==> src/common/usb_rx_pkg.sv <==
// Shared definitions for the USB receive handler behind a UTMI PHY.
// Tick limits assume a 60 MHz UTMI clock.
// CRC residues are for the left-shifting register fed LSB first from all ones.
package usb_rx_pkg;

    //////////////////////////////////////////////////
    // Basic field types
    //////////////////////////////////////////////////
    typedef logic [3:0]  pid_t;
    typedef logic [6:0]  dev_addr_t;
    typedef logic [3:0]  endp_t;
    typedef logic [1:0]  line_state_t;
    typedef logic [1:0]  pkt_kind_t;
    typedef logic [7:0]  byte_count_t;
    typedef logic [4:0]  crc5_t;
    typedef logic [15:0] crc16_t;
    typedef logic [19:0] line_ticks_t;   // Saturates at all ones

    // Token PIDs
    localparam pid_t PID_OUT   = 4'b0001;
    localparam pid_t PID_IN    = 4'b1001;
    localparam pid_t PID_SETUP = 4'b1101;
    localparam pid_t PID_PING  = 4'b0100;
    localparam pid_t PID_SOF   = 4'b0101;
    // Data PIDs
    localparam pid_t PID_DATA0 = 4'b0011;
    localparam pid_t PID_DATA1 = 4'b1011;
    localparam pid_t PID_DATA2 = 4'b0111;
    localparam pid_t PID_MDATA = 4'b1111;
    // Handshake PIDs
    localparam pid_t PID_ACK   = 4'b0010;
    localparam pid_t PID_NAK   = 4'b1010;
    localparam pid_t PID_STALL = 4'b1110;
    localparam pid_t PID_NYET  = 4'b0110;

    localparam line_state_t LINE_SE0 = 2'b00;
    localparam line_state_t LINE_J   = 2'b01;
    localparam line_state_t LINE_K   = 2'b10;

    localparam pkt_kind_t KIND_TOKEN     = 2'd0;
    localparam pkt_kind_t KIND_DATA      = 2'd1;
    localparam pkt_kind_t KIND_HANDSHAKE = 2'd2;
    localparam pkt_kind_t KIND_OTHER     = 2'd3;

    localparam line_ticks_t RESET_TICKS   = 20'd150;      // 2.5 us
    localparam line_ticks_t SUSPEND_TICKS = 20'd180000;   // 3 ms

    localparam crc5_t  CRC5_POLY     = 5'h05;     // x^5 + x^2 + 1
    localparam crc16_t CRC16_POLY    = 16'h8005;  // x^16 + x^15 + x^2 + 1
    localparam crc5_t  CRC5_RESIDUE  = 5'h0C;
    localparam crc16_t CRC16_RESIDUE = 16'h800D;

    //////////////////////////////////////////////////
    // Bundles
    //////////////////////////////////////////////////
    typedef struct packed {
        logic [7:0] data;
        logic       valid;
        logic       active;
        logic       error;
    } utmi_rx_t;

    typedef struct packed {
        logic [7:0] data;
        logic       sop;     // PID byte only
    } rx_byte_t;

    typedef struct packed {
        pkt_kind_t   kind;
        pid_t        pid;
        logic        pid_ok;
        dev_addr_t   dev_addr;
        endp_t       endp;
        logic        crc_ok;
        logic        rx_err;
        byte_count_t byte_count;   // Includes the PID byte
    } pkt_result_t;

    typedef enum logic [2:0] {
        ST_IDLE,
        ST_PID,
        ST_TOKEN,
        ST_DATA,
        ST_WAIT_EOP,
        ST_DRAIN
    } rx_state_e;

    // PID group lookup
    function automatic pkt_kind_t pid_kind(input pid_t pid);
        case (pid)
            PID_OUT, PID_IN, PID_SETUP, PID_PING, PID_SOF: return KIND_TOKEN;
            PID_DATA0, PID_DATA1, PID_DATA2, PID_MDATA:    return KIND_DATA;
            PID_ACK, PID_NAK, PID_STALL, PID_NYET:         return KIND_HANDSHAKE;
            default:                                       return KIND_OTHER;
        endcase
    endfunction

endpackage

==> src/packet_rx/crc_check.sv <==
// Serial CRC5 and CRC16 over whole bytes, LSB first, from all ones.
// The ok flags compare against the residue of a good packet, so the
// received CRC bytes must be strobed in like any other byte.
module crc_check (
    input  logic       clk,
    input  logic       rst_n,
    input  logic       clear,
    input  logic       strobe,
    input  logic [7:0] data,
    output logic       crc5_ok,
    output logic       crc16_ok
);
    import usb_rx_pkg::*;

    crc5_t  crc5_q;
    crc16_t crc16_q;
    crc5_t  crc5_d;
    crc16_t crc16_d;
    logic   fb5;
    logic   fb16;

    //////////////////////////////////////////////////
    // Both registers advance together, bit by bit
    //////////////////////////////////////////////////
    always_comb begin
        crc5_d  = crc5_q;
        crc16_d = crc16_q;
        fb5     = 1'b0;
        fb16    = 1'b0;
        for (int i = 0; i < 8; i++) begin
            fb5     = data[i] ^ crc5_d[4];
            fb16    = data[i] ^ crc16_d[15];
            crc5_d  = {crc5_d[3:0], 1'b0} ^ ({5{fb5}} & CRC5_POLY);
            crc16_d = {crc16_d[14:0], 1'b0} ^ ({16{fb16}} & CRC16_POLY);
        end
    end

    always_ff @(posedge clk or negedge rst_n) begin
        if (!rst_n) begin
            crc5_q  <= '1;
            crc16_q <= '1;
        end else if (clear) begin
            crc5_q  <= '1;   // New packet
            crc16_q <= '1;
        end else if (strobe) begin
            crc5_q  <= crc5_d;
            crc16_q <= crc16_d;
        end
    end

    assign crc5_ok  = (crc5_q == CRC5_RESIDUE);
    assign crc16_ok = (crc16_q == CRC16_RESIDUE);

    // The FSM clears on the PID byte and strobes only later bytes
    a_clear_strobe: assert property (@(posedge clk) disable iff (!rst_n)
        !(clear && strobe));

endmodule

==> src/packet_rx/rx_packet_fsm.sv <==
// Follows each received packet and builds one result per packet.
// A byte is taken when valid and active are both high.
// An error ends the packet at once; bytes up to the next idle gap are dropped.
// Packets need at least one cycle of active low between them.
module rx_packet_fsm (
    input  logic                     clk,
    input  logic                     rst_n,
    input  usb_rx_pkg::utmi_rx_t     utmi,
    input  logic                     crc5_ok,
    input  logic                     crc16_ok,
    output logic                     crc_clear,
    output logic                     crc_strobe,
    output logic [7:0]               crc_byte,
    output usb_rx_pkg::rx_byte_t     rx_byte,
    output logic                     byte_valid,
    output usb_rx_pkg::pkt_result_t  result,
    output logic                     result_valid
);
    import usb_rx_pkg::*;

    rx_state_e   state;
    pid_t        pid_q;
    pkt_kind_t   kind_q;
    logic        pid_ok_q;
    dev_addr_t   addr_q;
    endp_t       endp_q;
    byte_count_t cnt_q;

    logic accept;
    logic in_pkt;
    logic start;
    logic take;
    logic pkt_end;
    logic crc_ok;

    assign accept  = utmi.valid && utmi.active;
    assign in_pkt  = (state != ST_IDLE) && (state != ST_DRAIN);
    assign start   = accept && !utmi.error && (state == ST_IDLE);   // PID byte
    assign take    = accept && !utmi.error && in_pkt;               // Any later byte
    assign pkt_end = in_pkt && (utmi.error || !utmi.active);

    // CRC runs alongside the byte being accepted
    assign crc_clear  = start;
    assign crc_strobe = take;
    assign crc_byte   = utmi.data;

    always_comb begin
        case (kind_q)
            KIND_TOKEN: crc_ok = crc5_ok && (cnt_q == byte_count_t'(3));
            KIND_DATA:  crc_ok = crc16_ok;
            default:    crc_ok = 1'b1;   // Nothing to check
        endcase
        if (utmi.error) begin
            crc_ok = 1'b0;
        end
    end

    //////////////////////////////////////////////////
    // Control
    //////////////////////////////////////////////////
    always_ff @(posedge clk or negedge rst_n) begin
        if (!rst_n) begin
            state        <= ST_IDLE;
            byte_valid   <= 1'b0;
            result_valid <= 1'b0;
        end else begin
            byte_valid   <= start || take;
            result_valid <= pkt_end;
            case (state)
                ST_IDLE: begin
                    if (utmi.error && utmi.active) begin
                        state <= ST_DRAIN;   // Broken packet with no PID
                    end else if (start) begin
                        state <= ST_PID;
                    end
                end
                ST_DRAIN: begin
                    if (!utmi.active) begin
                        state <= ST_IDLE;
                    end
                end
                default: begin
                    if (pkt_end) begin
                        state <= (utmi.error && utmi.active) ? ST_DRAIN : ST_IDLE;
                    end else if (take) begin
                        case (state)
                            ST_PID: begin
                                if (kind_q == KIND_TOKEN) state <= ST_TOKEN;
                                else if (kind_q == KIND_DATA) state <= ST_DATA;
                                else state <= ST_WAIT_EOP;
                            end
                            ST_TOKEN: state <= ST_WAIT_EOP;   // Second token byte
                            default:  state <= state;
                        endcase
                    end
                end
            endcase
        end
    end

    //////////////////////////////////////////////////
    // Packet fields
    //////////////////////////////////////////////////
    always_ff @(posedge clk) begin
        if (start || take) begin
            rx_byte <= '{data: utmi.data, sop: start};
        end
        if (start) begin
            pid_q    <= utmi.data[3:0];
            kind_q   <= pid_kind(utmi.data[3:0]);
            pid_ok_q <= (utmi.data[7:4] == ~utmi.data[3:0]);
            addr_q   <= '0;
            endp_q   <= '0;
            cnt_q    <= byte_count_t'(1);
        end else if (take) begin
            if (cnt_q != '1) begin
                cnt_q <= cnt_q + 1'b1;   // Saturates on long packets
            end
        end
        // Token layout: {endp[0], addr} then {crc5, endp[3:1]}
        if (take && (state == ST_PID) && (kind_q == KIND_TOKEN)) begin
            addr_q    <= utmi.data[6:0];
            endp_q[0] <= utmi.data[7];
        end
        if (take && (state == ST_TOKEN)) begin
            endp_q[3:1] <= utmi.data[2:0];
        end
        if (pkt_end) begin
            result <= '{kind:       kind_q,
                        pid:        pid_q,
                        pid_ok:     pid_ok_q,
                        dev_addr:   addr_q,
                        endp:       endp_q,
                        crc_ok:     crc_ok,
                        rx_err:     utmi.error,
                        byte_count: cnt_q};
        end
    end

    // One result per packet, and nothing forwarded between packets
    a_result_pulse: assert property (@(posedge clk) disable iff (!rst_n)
        result_valid |=> !result_valid);
    a_no_byte_idle: assert property (@(posedge clk) disable iff (!rst_n)
        byte_valid |-> (state != ST_IDLE));

endmodule

==> src/line_mon/line_state_timer.sv <==
// Measures how long the UTMI line state has been stable.
// Count is zero in the first cycle after a change and saturates at all ones.
module line_state_timer (
    input  logic                     clk,
    input  logic                     rst_n,
    input  usb_rx_pkg::line_state_t  line_state,
    output usb_rx_pkg::line_ticks_t  ticks,
    output logic                     changed,
    output usb_rx_pkg::line_state_t  held_state
);
    import usb_rx_pkg::*;

    logic differs;

    assign differs = (line_state != held_state);

    always_ff @(posedge clk or negedge rst_n) begin
        if (!rst_n) begin
            held_state <= LINE_J;   // Idle bus
            ticks      <= '0;
            changed    <= 1'b0;
        end else begin
            held_state <= line_state;
            changed    <= differs;
            if (differs) begin
                ticks <= '0;
            end else if (ticks != '1) begin
                ticks <= ticks + 1'b1;
            end
        end
    end

endmodule

==> src/line_mon/bus_event_detect.sv <==
// Bus reset, suspend and resume flags from the held line state.
// bus_reset follows SE0 once it passes RESET_TICKS and drops when SE0 ends.
// suspend is sticky until K or SE0; resume is a single-cycle pulse on K.
module bus_event_detect (
    input  logic                     clk,
    input  logic                     rst_n,
    input  usb_rx_pkg::line_ticks_t  ticks,
    input  logic                     changed,
    input  usb_rx_pkg::line_state_t  held_state,
    output logic                     bus_reset,
    output logic                     suspend,
    output logic                     resume
);
    import usb_rx_pkg::*;

    logic se0_long;
    logic j_long;
    logic wake;

    // ticks is one behind the number of cycles held
    assign se0_long = (held_state == LINE_SE0) && (ticks >= RESET_TICKS - 1'b1);
    assign j_long   = (held_state == LINE_J) && (ticks >= SUSPEND_TICKS - 1'b1);
    assign wake     = changed && ((held_state == LINE_K) || (held_state == LINE_SE0));

    always_ff @(posedge clk or negedge rst_n) begin
        if (!rst_n) begin
            bus_reset <= 1'b0;
            suspend   <= 1'b0;
            resume    <= 1'b0;
        end else begin
            bus_reset <= se0_long;
            resume    <= suspend && changed && (held_state == LINE_K);
            if (wake) begin
                suspend <= 1'b0;
            end else if (j_long) begin
                suspend <= 1'b1;
            end
        end
    end

    // Resume only ever ends a suspend
    a_resume_after_suspend: assert property (@(posedge clk) disable iff (!rst_n)
        resume |-> $past(suspend) && !suspend);

endmodule

==> src/rtl/usb_rx_top.sv <==
// Receive side of a USB protocol handler behind a UTMI PHY.
// Outputs carry no back-pressure; the consumer must take them every cycle.
// Address matching is left to the consumer of the results.
module usb_rx_top (
    input  logic                      clk,
    input  logic                      rst_n,
    input  usb_rx_pkg::utmi_rx_t      utmi,
    input  usb_rx_pkg::line_state_t  line_state,
    output usb_rx_pkg::rx_byte_t      rx_byte,
    output logic                      byte_valid,
    output usb_rx_pkg::pkt_result_t   result,
    output logic                      result_valid,
    output logic                      bus_reset,
    output logic                      suspend,
    output logic                      resume
);
    import usb_rx_pkg::*;

    logic        crc_clear;
    logic        crc_strobe;
    logic [7:0]  crc_byte;
    logic        crc5_ok;
    logic        crc16_ok;

    line_ticks_t ticks;
    logic        changed;
    line_state_t held_state;

    //////////////////////////////////////////////////
    // Packet path
    //////////////////////////////////////////////////
    rx_packet_fsm u_fsm (
        .clk          (clk),
        .rst_n        (rst_n),
        .utmi         (utmi),
        .crc5_ok      (crc5_ok),
        .crc16_ok     (crc16_ok),
        .crc_clear    (crc_clear),
        .crc_strobe   (crc_strobe),
        .crc_byte     (crc_byte),
        .rx_byte      (rx_byte),
        .byte_valid   (byte_valid),
        .result       (result),
        .result_valid (result_valid)
    );

    crc_check u_crc (
        .clk      (clk),
        .rst_n    (rst_n),
        .clear    (crc_clear),
        .strobe   (crc_strobe),
        .data     (crc_byte),
        .crc5_ok  (crc5_ok),
        .crc16_ok (crc16_ok)
    );

    //////////////////////////////////////////////////
    // Line monitor
    //////////////////////////////////////////////////
    line_state_timer u_timer (
        .clk        (clk),
        .rst_n      (rst_n),
        .line_state (line_state),
        .ticks      (ticks),
        .changed    (changed),
        .held_state (held_state)
    );

    bus_event_detect u_events (
        .clk        (clk),
        .rst_n      (rst_n),
        .ticks      (ticks),
        .changed    (changed),
        .held_state (held_state),
        .bus_reset  (bus_reset),
        .suspend    (suspend),
        .resume     (resume)
    );

endmodule

==> config.mk <==
export PLATFORM = sky130hd
export DESIGN_NAME = usb_rx_top
export DESIGN_NICKNAME = d
export VERILOG_FILES = /design/src/common/usb_rx_pkg.sv /design/src/packet_rx/crc_check.sv /design/src/packet_rx/rx_packet_fsm.sv /design/src/line_mon/line_state_timer.sv /design/src/line_mon/bus_event_detect.sv /design/src/rtl/usb_rx_top.sv
export SDC_FILE = /design/constraint.sdc
export NUM_CORES = 1
export LEC_CHECK = 0
export BUFFER_PORTS_ARGS = -buffer_cell sky130_fd_sc_hd__buf_2
export CELL_PAD_IN_SITES_DETAIL_PLACEMENT = 1
export CELL_PAD_IN_SITES_GLOBAL_PLACEMENT = 2
export CORE_UTILIZATION = 44
export CTS_BUF_LIST = sky130_fd_sc_hd__clkbuf_4 sky130_fd_sc_hd__clkbuf_8
export DETAILED_ROUTE_END_ITERATION = 10
export GPL_ROUTABILITY_DRIVEN = 0
export GPL_TIMING_DRIVEN = 0
export PLACE_DENSITY = 0.9
export SLEW_MARGIN = 20
export SYNTH_ARGS = -nofsm -noshare
export SYNTH_HDL_FRONTEND = slang
export SYNTH_SLANG_ARGS = --single-unit
==> constraint.sdc <==
create_clock -name clk -period 4.22 [get_ports clk]
set_clock_uncertainty 0.15 [all_clocks]
set_input_delay 0 -clock clk [delete_from_list [all_inputs] [get_ports clk]]
set_output_delay 0 -clock clk [all_outputs]
set_load 0.02 [all_outputs]
==> results.sh, run 1 <==
export IMPL_wl_per_cell_um=19.00
export IMPL_yosys_area_top_type_share=0.3218
export IMPL_timing_final_crit_period_ns=2.716
export IMPL_power_leakage_nw=2.358
export IMPL_synth_area_per_cell_um2=11.99
export IMPL_ys_flop_type="sky130_fd_sc_hd__edfxtp_1"
export IMPL_largest_area_contributor_in_the_synthesized_netlist="sky130_fd_sc_hd__edfxtp_1"
export IMPL_gr_usage_all_layers=0.2289
export IMPL_max_clock_freq_mhz=368.2
export IMPL_crit_path_max_fanout=19
export IMPL_yosys_mux_area_fraction=0.003901
export IMPL_cts_inserted_buffers=17
export IMPL_initial_antenna_violation_count=0
export IMPL_cts_path_max_buffers=2
export IMPL_global_route_overflow_total=0
export IMPL_synth_xor_xnor_area_share=0.1151
export IMPL_start_util=0.4514
export IMPL_die_width_um=110
export IMPL_async_flop_share=0.4522
export IMPL_total_power_mw=4.215
export IMPL_aggregate_routed_wire_length_mm=12.79
export IMPL_yosys_reg_bits=115
export IMPL_setup_total_negative_slack_ns=0
export IMPL_met2_usage=0.4107
export IMPL_cts_clk_slew_worst_paths_ns=0.07
export IMPL_seq_area_um2=3141
export IMPL_grt_pass1_vias=3863
export IMPL_clock_root_buffer="sky130_fd_sc_hd__clkbuf_8"
export IMPL_netlist_area_um2=5132
export IMPL_layout_core_utilization=0.5475
export IMPL_dr_first_iter_drc_count=187
export IMPL_synth_adder_area_share=0.01706
export IMPL_timing_final_setup_violations=0
export IMPL_grt_met1_usage=0.2631
export IMPL_tritoncts="built"
export IMPL_run_status="complete, no violations"
export IMPL_n_fill_cell=1173
export IMPL_power_density_cell_area_nw_per_um2=677.2
export IMPL_cts_repair_timing_setup_buffer_count=0
export IMPL_stdcell_count=673
export IMPL_cp_end_kind="register"
export IMPL_boundaryPins=57
export IMPL_timing_hold_worst_class="in -> async"
export IMPL_die_height_um=110
export IMPL_worst_slew_pin_slew_ns=1.050
export IMPL_crit_path_max_incr_delay_ns=0.84
export IMPL_grt_busiest_layer="met2"
export IMPL_most_common_layout_cells="sky130_fd_sc_hd__buf_2, sky130_fd_sc_hd__edfxtp_1, sky130_fd_sc_hd__nor2_1"
export IMPL_post_dp_hpwl_mm=8.719
export IMPL_slew_headroom=0.2999
export IMPL_drv_cap=0
export IMPL_arrival_worst_endpoint_ns=2.90
export IMPL_drt_first_pass_iters=4
export IMPL_cpLargestDelayFamily="buffers and inverters"
export IMPL_grt_setup_unrepaired="false"
export IMPL_dominant_combinational_cell_family_by_area_after_synthesis="simple AND/OR/NAND/NOR gates"
export IMPL_crit_slowest_cell="sky130_fd_sc_hd__clkbuf_1"
export IMPL_synth_nets=450
export IMPL_core_rowCount=39
export IMPL_ys_warnings_count=0
export IMPL_quantity_of_hold_fixing_buffers_added_after_cts=14
export IMPL_drtAntennaViolNets=0
export IMPL_synth_compound_area_share=0.08557
export IMPL_detail_route_drc_violations=0
export IMPL_grt_pass1_wl_mm=20.19
export IMPL_worstSkewPairLatency_ns=0.43
export IMPL_grt_start_max_net_pins=53
export IMPL_final_hold_viol_count=0
export IMPL_number_of_pins_exceeding_their_max_slew_limit_in_the_final_report=0
export IMPL_vias=3690
export IMPL_ctsResizeCount=0
export IMPL_place_port_buffers=55
export IMPL_globalRouteMet3Util=0.04821
export IMPL_syn_to_final_growth_pct=21.28
export IMPL_yosys_cell_types_count=52
export IMPL_post_synth_inst_count=428
export IMPL_route_detailed_vias_per_inst=5.483
export IMPL_design_die_area_um2=12100
export IMPL_synth_seq_area_share=0.6119
export IMPL_num_nets_final=539
export IMPL_num_antenna_cells=0
export IMPL_cp_required_ns=4.41
export IMPL_multiInputGateArea_um2=1908
export IMPL_start_kind="register"
export IMPL_synth_simple_area_share=0.1468
export IMPL_layout_drive_gt1_share=0.2264
export IMPL_critical_path_cell_chain="clkbuf_1, nor2b_1, a21oi_1, clkbuf_1, nor2_1, a21oi_1"
export IMPL_layout_worst_path_cycle_share=0.6436
export IMPL_worst_ir_drop_vdd_v=0.0003624
export IMPL_coreArea_um2=11370
export IMPL_cts_sinks=115
export IMPL_number_of_flops_mapped_to_enable_cells_by_yosys=55
export IMPL_placed_cells=627
export IMPL_wp_buf_inv=2
export IMPL_htree_num_levels=4
export IMPL_crit_type="reg -> reg"
export IMPL_synth_area_leaders="sky130_fd_sc_hd__edfxtp_1, sky130_fd_sc_hd__dfrtp_1, sky130_fd_sc_hd__dfstp_2"
[cells in the mapped netlist (2+ instances only)]
cell type and instances:
sky130_fd_sc_hd__mux2i_1 2, sky130_fd_sc_hd__nor4b_1 2, sky130_fd_sc_hd__or2_2 3, sky130_fd_sc_hd__nor3_1 15
sky130_fd_sc_hd__xor2_1 14, sky130_fd_sc_hd__edfxtp_1 55, sky130_fd_sc_hd__and2_1 7, sky130_fd_sc_hd__dfrtp_1 30
sky130_fd_sc_hd__o211ai_1 3, sky130_fd_sc_hd__nor3_2 2, sky130_fd_sc_hd__nand2_1 14, sky130_fd_sc_hd__xnor2_1 48
sky130_fd_sc_hd__nor2_1 52, sky130_fd_sc_hd__nand4b_1 2, sky130_fd_sc_hd__a211oi_1 6, sky130_fd_sc_hd__a21oi_1 27
sky130_fd_sc_hd__a21o_1 3, sky130_fd_sc_hd__clkbuf_1 10, sky130_fd_sc_hd__o21ai_1 2, sky130_fd_sc_hd__o22a_1 8
sky130_fd_sc_hd__inv_1 13, sky130_fd_sc_hd__o21a_1 2, sky130_fd_sc_hd__clkbuf_2 2, sky130_fd_sc_hd__nand2b_1 4
sky130_fd_sc_hd__or3_1 5, sky130_fd_sc_hd__nand4_1 12, sky130_fd_sc_hd__and3_1 3, sky130_fd_sc_hd__a31oi_1 3
sky130_fd_sc_hd__nand3_1 10, sky130_fd_sc_hd__nor4_1 8, sky130_fd_sc_hd__dfxtp_1 8, sky130_fd_sc_hd__dfstp_2 22
sky130_fd_sc_hd__o21ai_0 6, sky130_fd_sc_hd__ha_1 7
[per-stage QoR]
step	worst slack (ns)	cell area (um^2)	hold WS, ns
floorplan	1.445	5132	-0.4456
detailed placement	1.380	5628	-0.06515
global route	1.317	6225	0.05035
global placement	0.9314	5587	-0.02675
finish	1.504	6225	0.01504
CTS	1.370	6218	0.007165
[path summary, 6_finish.rpt]
| check | end | depth (start not counted) | slack (ns) | start |
|---|---|---|---|---|
| max | u_crc.crc16_q[1]$_DFFE_PN1P_ | 6 | 1.50 | u_fsm.state[1]$_DFFE_PN0P_ |
| min | u_fsm.byte_valid$_DFF_PN0_ | 2 | 0.02 | rst_n |
| max reg2reg | u_crc.crc16_q[1]$_DFFE_PN1P_ | 6 | 1.50 | u_fsm.state[1]$_DFFE_PN0P_ |
| min reg2reg | u_fsm.result[16]$_DFFE_PP_ | 0 | 0.26 | u_fsm.addr_q[2]$_SDFFCE_PN0P_ |
| max in group asynchronous | u_timer.ticks[0]$_DFFE_PN0P_ | 2 | 3.43 | rst_n |
| min in group clk | u_timer.held_state[0]$_DFF_PN1_ | 2 | 0.09 | line_state[0] |
[worst reg2reg max path, cell delays in order, from the launching register on]
cell and delay [ns]:
sky130_fd_sc_hd__dfrtp_1 0.32, sky130_fd_sc_hd__clkbuf_1 0.33, sky130_fd_sc_hd__nor2b_1 0.14, sky130_fd_sc_hd__a21oi_1 0.46, sky130_fd_sc_hd__clkbuf_1 0.84, sky130_fd_sc_hd__nor2_1 0.14
sky130_fd_sc_hd__a21oi_1 0.26
[layout make-up]
cell class | instances | area share
tap | 143 | 0.02874
clock buffer | 18 | 0.03879
sequential | 115 | 0.5045
buffer | 13 | 0.008442
timing repair buffer | 70 | 0.07156
inverter | 13 | 0.007839
multi-input combinational | 287 | 0.3065
clock inverter | 14 | 0.03357
[sequential cells by signal, indices dropped and copies added, names as in the netlist, 2 cells and up]
| name | count |
|---|---|
| u_crc.crc16_q | 16 |
| u_crc.crc5_q | 5 |
| u_fsm.addr_q | 7 |
| u_fsm.cnt_q | 8 |
| u_fsm.endp_q | 4 |
| u_fsm.kind_q | 2 |
| u_fsm.pid_q | 4 |
| u_fsm.result | 28 |
| u_fsm.rx_byte | 9 |
| u_fsm.state | 3 |
| u_timer.held_state | 2 |
| u_timer.ticks | 20 |
[cell families after synthesis]
group / count (synthesis)
adders and majority gates: 7
AOI/OAI and AO/OA: 68
buffers and inverters: 26
DFF: 115
muxes: 2
and+or+nand+nor: 146
xor gates and xnor gates: 64
[per-layer routing]
metal	vias to the layer above	share of wire
met4	0	0.015
met3	17	0.039
met5	-	0
met2	81	0.53
li1	1720	-
met1	1872	0.41
[where the power goes]
| group | leakage [nW] | internal [mW] | switching (mW) |
|---|---|---|---|
| sequential | 1.21 | 1.55 | 0.159 |
| clock | 0.222 | 0.707 | 0.457 |
| combinational | 0.927 | 0.566 | 0.781 |
Note: power is estimated with default switching activity, not from simulation.
==> run 2, diff against run 1 <==
- ABC_AREA: unset -> 1
- CORE_UTILIZATION: 44 -> 35
- PLACE_DENSITY: 0.9 -> 0.8
- clock period: 4.22 -> 2.2 ns (I/O delays scaled with it)
==> run 2 against run 1 <==
Effect of this change: die area is 31% higher; combinational power is 150% higher; final cell count is 24% higher; area after synthesis is 4.4% higher; count of clock-buffer cells in the layout is 1 lower; via count is 13% higher; hold slack worse by 0.011 ns; clock power is 48% higher; global-route usage is 4.6 points lower; largest cell class unchanged.
==> results.sh, run 2 <==
export IMPL_worst_r2r_cell_count=16
export IMPL_final_hold_viol_count=0
export IMPL_number_of_pins_exceeding_their_max_slew_limit_in_the_final_report=0
export IMPL_design_die_area_um2=15810
export IMPL_grt_start_max_net_pins=53
export IMPL_slew_headroom=0.5107
export IMPL_path_common_cell="sky130_fd_sc_hd__nand2_4"
export IMPL_layout_core_utilization=0.4562
export IMPL_place_port_buffers=56
export IMPL_number_of_flops_mapped_to_enable_cells_by_yosys=55
export IMPL_grt_setup_unrepaired="true"
export IMPL_critical_path_cell_chain="xnor2_4, nand2_4, nand2_4, nand2_4, nand2_4, nand2_4, nand2_4, nand2_4, nand2_4, inv_1, nand2_2, nand2_1, nand2_1, nand3_1, o21ai_1, inv_1"
export IMPL_timing_hold_worst_class="in -> async"
export IMPL_cts_path_max_buffers=2
export IMPL_synthTopCellsByCount="sky130_fd_sc_hd__inv_1, sky130_fd_sc_hd__nand2_1, sky130_fd_sc_hd__edfxtp_1"
export IMPL_clock_root_buffer="sky130_fd_sc_hd__clkbuf_8"
export IMPL_placement_cell_area_um2=5886
export IMPL_synth_area_leaders="sky130_fd_sc_hd__edfxtp_1, sky130_fd_sc_hd__dfrtp_1, sky130_fd_sc_hd__dfstp_2"
export IMPL_synth_nets=549
export IMPL_dr_first_iter_drc_count=176
export IMPL_arrival_worst_endpoint_ns=2.34
export IMPL_power_density_cell_area_nw_per_um2=1245
export IMPL_boundaryPins=57
export IMPL_crit_type="reg -> reg"
export IMPL_reg2reg_slack_ns=0.09
export IMPL_tritoncts="built"
export IMPL_crit_path_max_fanout=4
export IMPL_ys_flop_type="sky130_fd_sc_hd__edfxtp_1"
export IMPL_flip_flop_count_of_the_largest_register_after_layout=28
export IMPL_yosys_area_top_type_share=0.3082
export IMPL_vias=4156
export IMPL_drv_cap=0
export IMPL_crit_slowest_cell="sky130_fd_sc_hd__dfstp_2"
export IMPL_start_util=0.3632
export IMPL_route_detailed_vias_per_inst=4.965
export IMPL_post_dp_hpwl_mm=9.591
export IMPL_die_height_um=125.7
export IMPL_n_fill_cell=1693
export IMPL_multiInputGateArea_um2=2086
export IMPL_commonest_non_fill_non_tap_cell_in_the_layout="sky130_fd_sc_hd__inv_1"
export IMPL_grt_pass1_wl_mm=22.11
export IMPL_largest_regs="u_fsm.result x28, u_timer.ticks x20, u_crc.crc16_q x16"
export IMPL_layout_worst_path_cycle_share=0.9612
export IMPL_global_route_overflow_total=0
export IMPL_power_leakage_nw=2.903
export IMPL_num_nets_final=662
export IMPL_yosys_cell_types_count=47
export IMPL_run_status="complete, no violations"
export IMPL_cp_required_ns=2.43
export IMPL_crit_path_max_incr_delay_ns=0.62
export IMPL_drtAntennaViolNets=0
export IMPL_regToRegEndpoint="u_crc.crc16_q[4]$_DFFE_PN1P_"
export IMPL_drt_first_pass_iters=4
export IMPL_cp_end_kind="register"
export IMPL_syn_to_final_growth_pct=25.59
export IMPL_aggregate_routed_wire_length_mm=13.77
export IMPL_grt_pass1_vias=4230
export IMPL_critical_path_reg2reg_startpoint="u_crc.crc16_q[14]$_DFFE_PN1P_"
export IMPL_netlist_area_um2=5359
export IMPL_coreArea_um2=14750
export IMPL_cts_clk_slew_worst_paths_ns=0.07
export IMPL_die_width_um=125.7
export IMPL_post_synth_inst_count=527
export IMPL_start_kind="register"
export IMPL_ys_warnings_count=0
export IMPL_worst_slew_pin_slew_ns=0.7339
export IMPL_cts_inserted_buffers=17
export IMPL_worstSkewPairLatency_ns=0.45
export IMPL_wp_buf_inv=2
export IMPL_most_instantiated_library_cell_after_synthesis="sky130_fd_sc_hd__inv_1"
export IMPL_htree_num_levels=4
export IMPL_max_clock_freq_mhz=472.9
export IMPL_gr_usage_all_layers=0.1829
export IMPL_num_antenna_cells=0
export IMPL_regMostFlops="u_fsm.result"
export IMPL_detail_route_drc_violations=0
export IMPL_core_rowCount=44
export IMPL_synth_area_per_cell_um2=10.17
export IMPL_timing_final_crit_period_ns=2.115
export IMPL_synth_seq_area_share=0.5860
export IMPL_final_cell_area_um2=6730
export IMPL_wl_per_cell_um=16.45
export IMPL_initial_antenna_violation_count=0
export IMPL_async_flop_share=0.4522
export IMPL_cp_startpoint="u_crc.crc16_q[14]$_DFFE_PN1P_"
export IMPL_seq_area_um2=3141
export IMPL_cts_sinks=115
export IMPL_layout_drive_gt1_share=0.3124
export IMPL_most_common_layout_cells="sky130_fd_sc_hd__inv_1, sky130_fd_sc_hd__nand2_1, sky130_fd_sc_hd__buf_2, sky130_fd_sc_hd__edfxtp_1, sky130_fd_sc_hd__nor2_1"
export IMPL_yosys_reg_bits=115
export IMPL_cpLargestDelayFamily="simple AND/OR/NAND/NOR gates"
export IMPL_timing_final_setup_violations=0
export IMPL_largest_area_contributor_in_the_synthesized_netlist="sky130_fd_sc_hd__edfxtp_1"
export IMPL_worst_ir_drop_vdd_v=0.0004000
==> run 2: changes by cell type after synthesis, moves of 9 or more <==
cell	previous run	this run
sky130_fd_sc_hd__inv_1	13	71
sky130_fd_sc_hd__nand2_1	14	70
sky130_fd_sc_hd__xnor2_1	48	12
sky130_fd_sc_hd__o21ai_0	6	23
sky130_fd_sc_hd__nand3_1	10	23
sky130_fd_sc_hd__inv_2	0	11
sky130_fd_sc_hd__nand2_2	0	9
==> run 2: metrics by stage <==
stage | setup slack (ns) | hold WS (ns) | power [mW] | instances | setup TNS, ns
after CTS | 0.005726 | 0.01165 | 7.954 | 815 | 0
after global placement | -0.3035 | -0.02498 | 6.005 | 767 | -3.141
after floorplan | 0.1300 | -0.4456 | 5.375 | 527 | 0
final | 0.08544 | 0.003723 | 8.376 | 837 | 0
after global routing | -0.03946 | 0.04548 | 8.888 | 837 | -0.1838
after detailed placement | -0.3760 | -0.04527 | 6.136 | 767 | -4.819
==> run 2: routing by layer <==
metal | global-route usage | wire length (um) | vias to the layer above
met1 | 0.2392 | 6575 | 2041
met2 | 0.2997 | 6465 | 85
met3 | 0.04460 | 543 | 19
met4 | 0.05741 | 184 | 0
met5 | 0 | 0 | -
li1 | - | - | 2011
==> run 2: worst max path at each step <==
stage	end	slack, ns	cells past startpoint
global route	u_timer.ticks[6]$_DFFE_PN0P_	-0.04	11
CTS	u_timer.ticks[4]$_DFFE_PN0P_	0.006	11
finish	u_crc.crc16_q[4]$_DFFE_PN1P_	0.09	16
global placement	u_fsm.addr_q[2]$_SDFFCE_PN0P_	-0.30	7
detailed placement	u_fsm.endp_q[0]$_SDFFCE_PN0P_	-0.38	7
floorplan	u_fsm.addr_q[0]$_SDFFCE_PN0P_	0.13	7
==> run 2: logic make-up after synthesis <==
| group | after synthesis | synth area share |
|---|---|---|
| compound gates | 83 | 0.09269 |
| flops | 115 | 0.5860 |
| simple gates | 203 | 0.1901 |
| fa+ha+maj | 7 | 0.01634 |
| buf+inv | 87 | 0.06117 |
| xor+xnor | 32 | 0.05370 |
==> run 2: what timing repair did <==
action | 4_1_cts | 5_1_grt
hold endpoints to repair | 115 | 0
hold buffers | 14 | 0
gates cloned | 1 | 0
endpoints found under the setup margin | 70 | 68
setup buffers | 1 | 22
resized for setup | 9 | 36
pin swaps | 0 | 16
==> run 2: final cells by class <==
cell class | count | area share
clock buffer | 17 | 0.03476
clock inverter | 15 | 0.01599
inverter | 84 | 0.04741
timing repair buffer | 93 | 0.08849
sequential | 115 | 0.4666
tap | 184 | 0.03421
buffer | 3 | 0.002603
multi-input combinational | 326 | 0.3099
==> run 2: worst register-to-register path: stages (launching register included) <==
cell                      delay (ns)
sky130_fd_sc_hd__dfstp_2        0.62
sky130_fd_sc_hd__xnor2_4        0.14
sky130_fd_sc_hd__nand2_4        0.09
sky130_fd_sc_hd__nand2_4        0.10
sky130_fd_sc_hd__nand2_4        0.07
sky130_fd_sc_hd__nand2_4        0.11
sky130_fd_sc_hd__nand2_4        0.08
sky130_fd_sc_hd__nand2_4        0.11
sky130_fd_sc_hd__nand2_4        0.07
sky130_fd_sc_hd__nand2_4        0.09
sky130_fd_sc_hd__inv_1          0.05
sky130_fd_sc_hd__nand2_2        0.06
sky130_fd_sc_hd__nand2_1        0.06
sky130_fd_sc_hd__nand2_1        0.06
sky130_fd_sc_hd__nand3_1        0.07
sky130_fd_sc_hd__o21ai_1        0.09
sky130_fd_sc_hd__inv_1          0.05
==> run 2: power by group <==
part	total, mW	internal (mW)	switching, mW
Sequential	3.32	3.00	0.320
Combinational	3.33	1.26	2.07
Clock	1.72	0.779	0.945
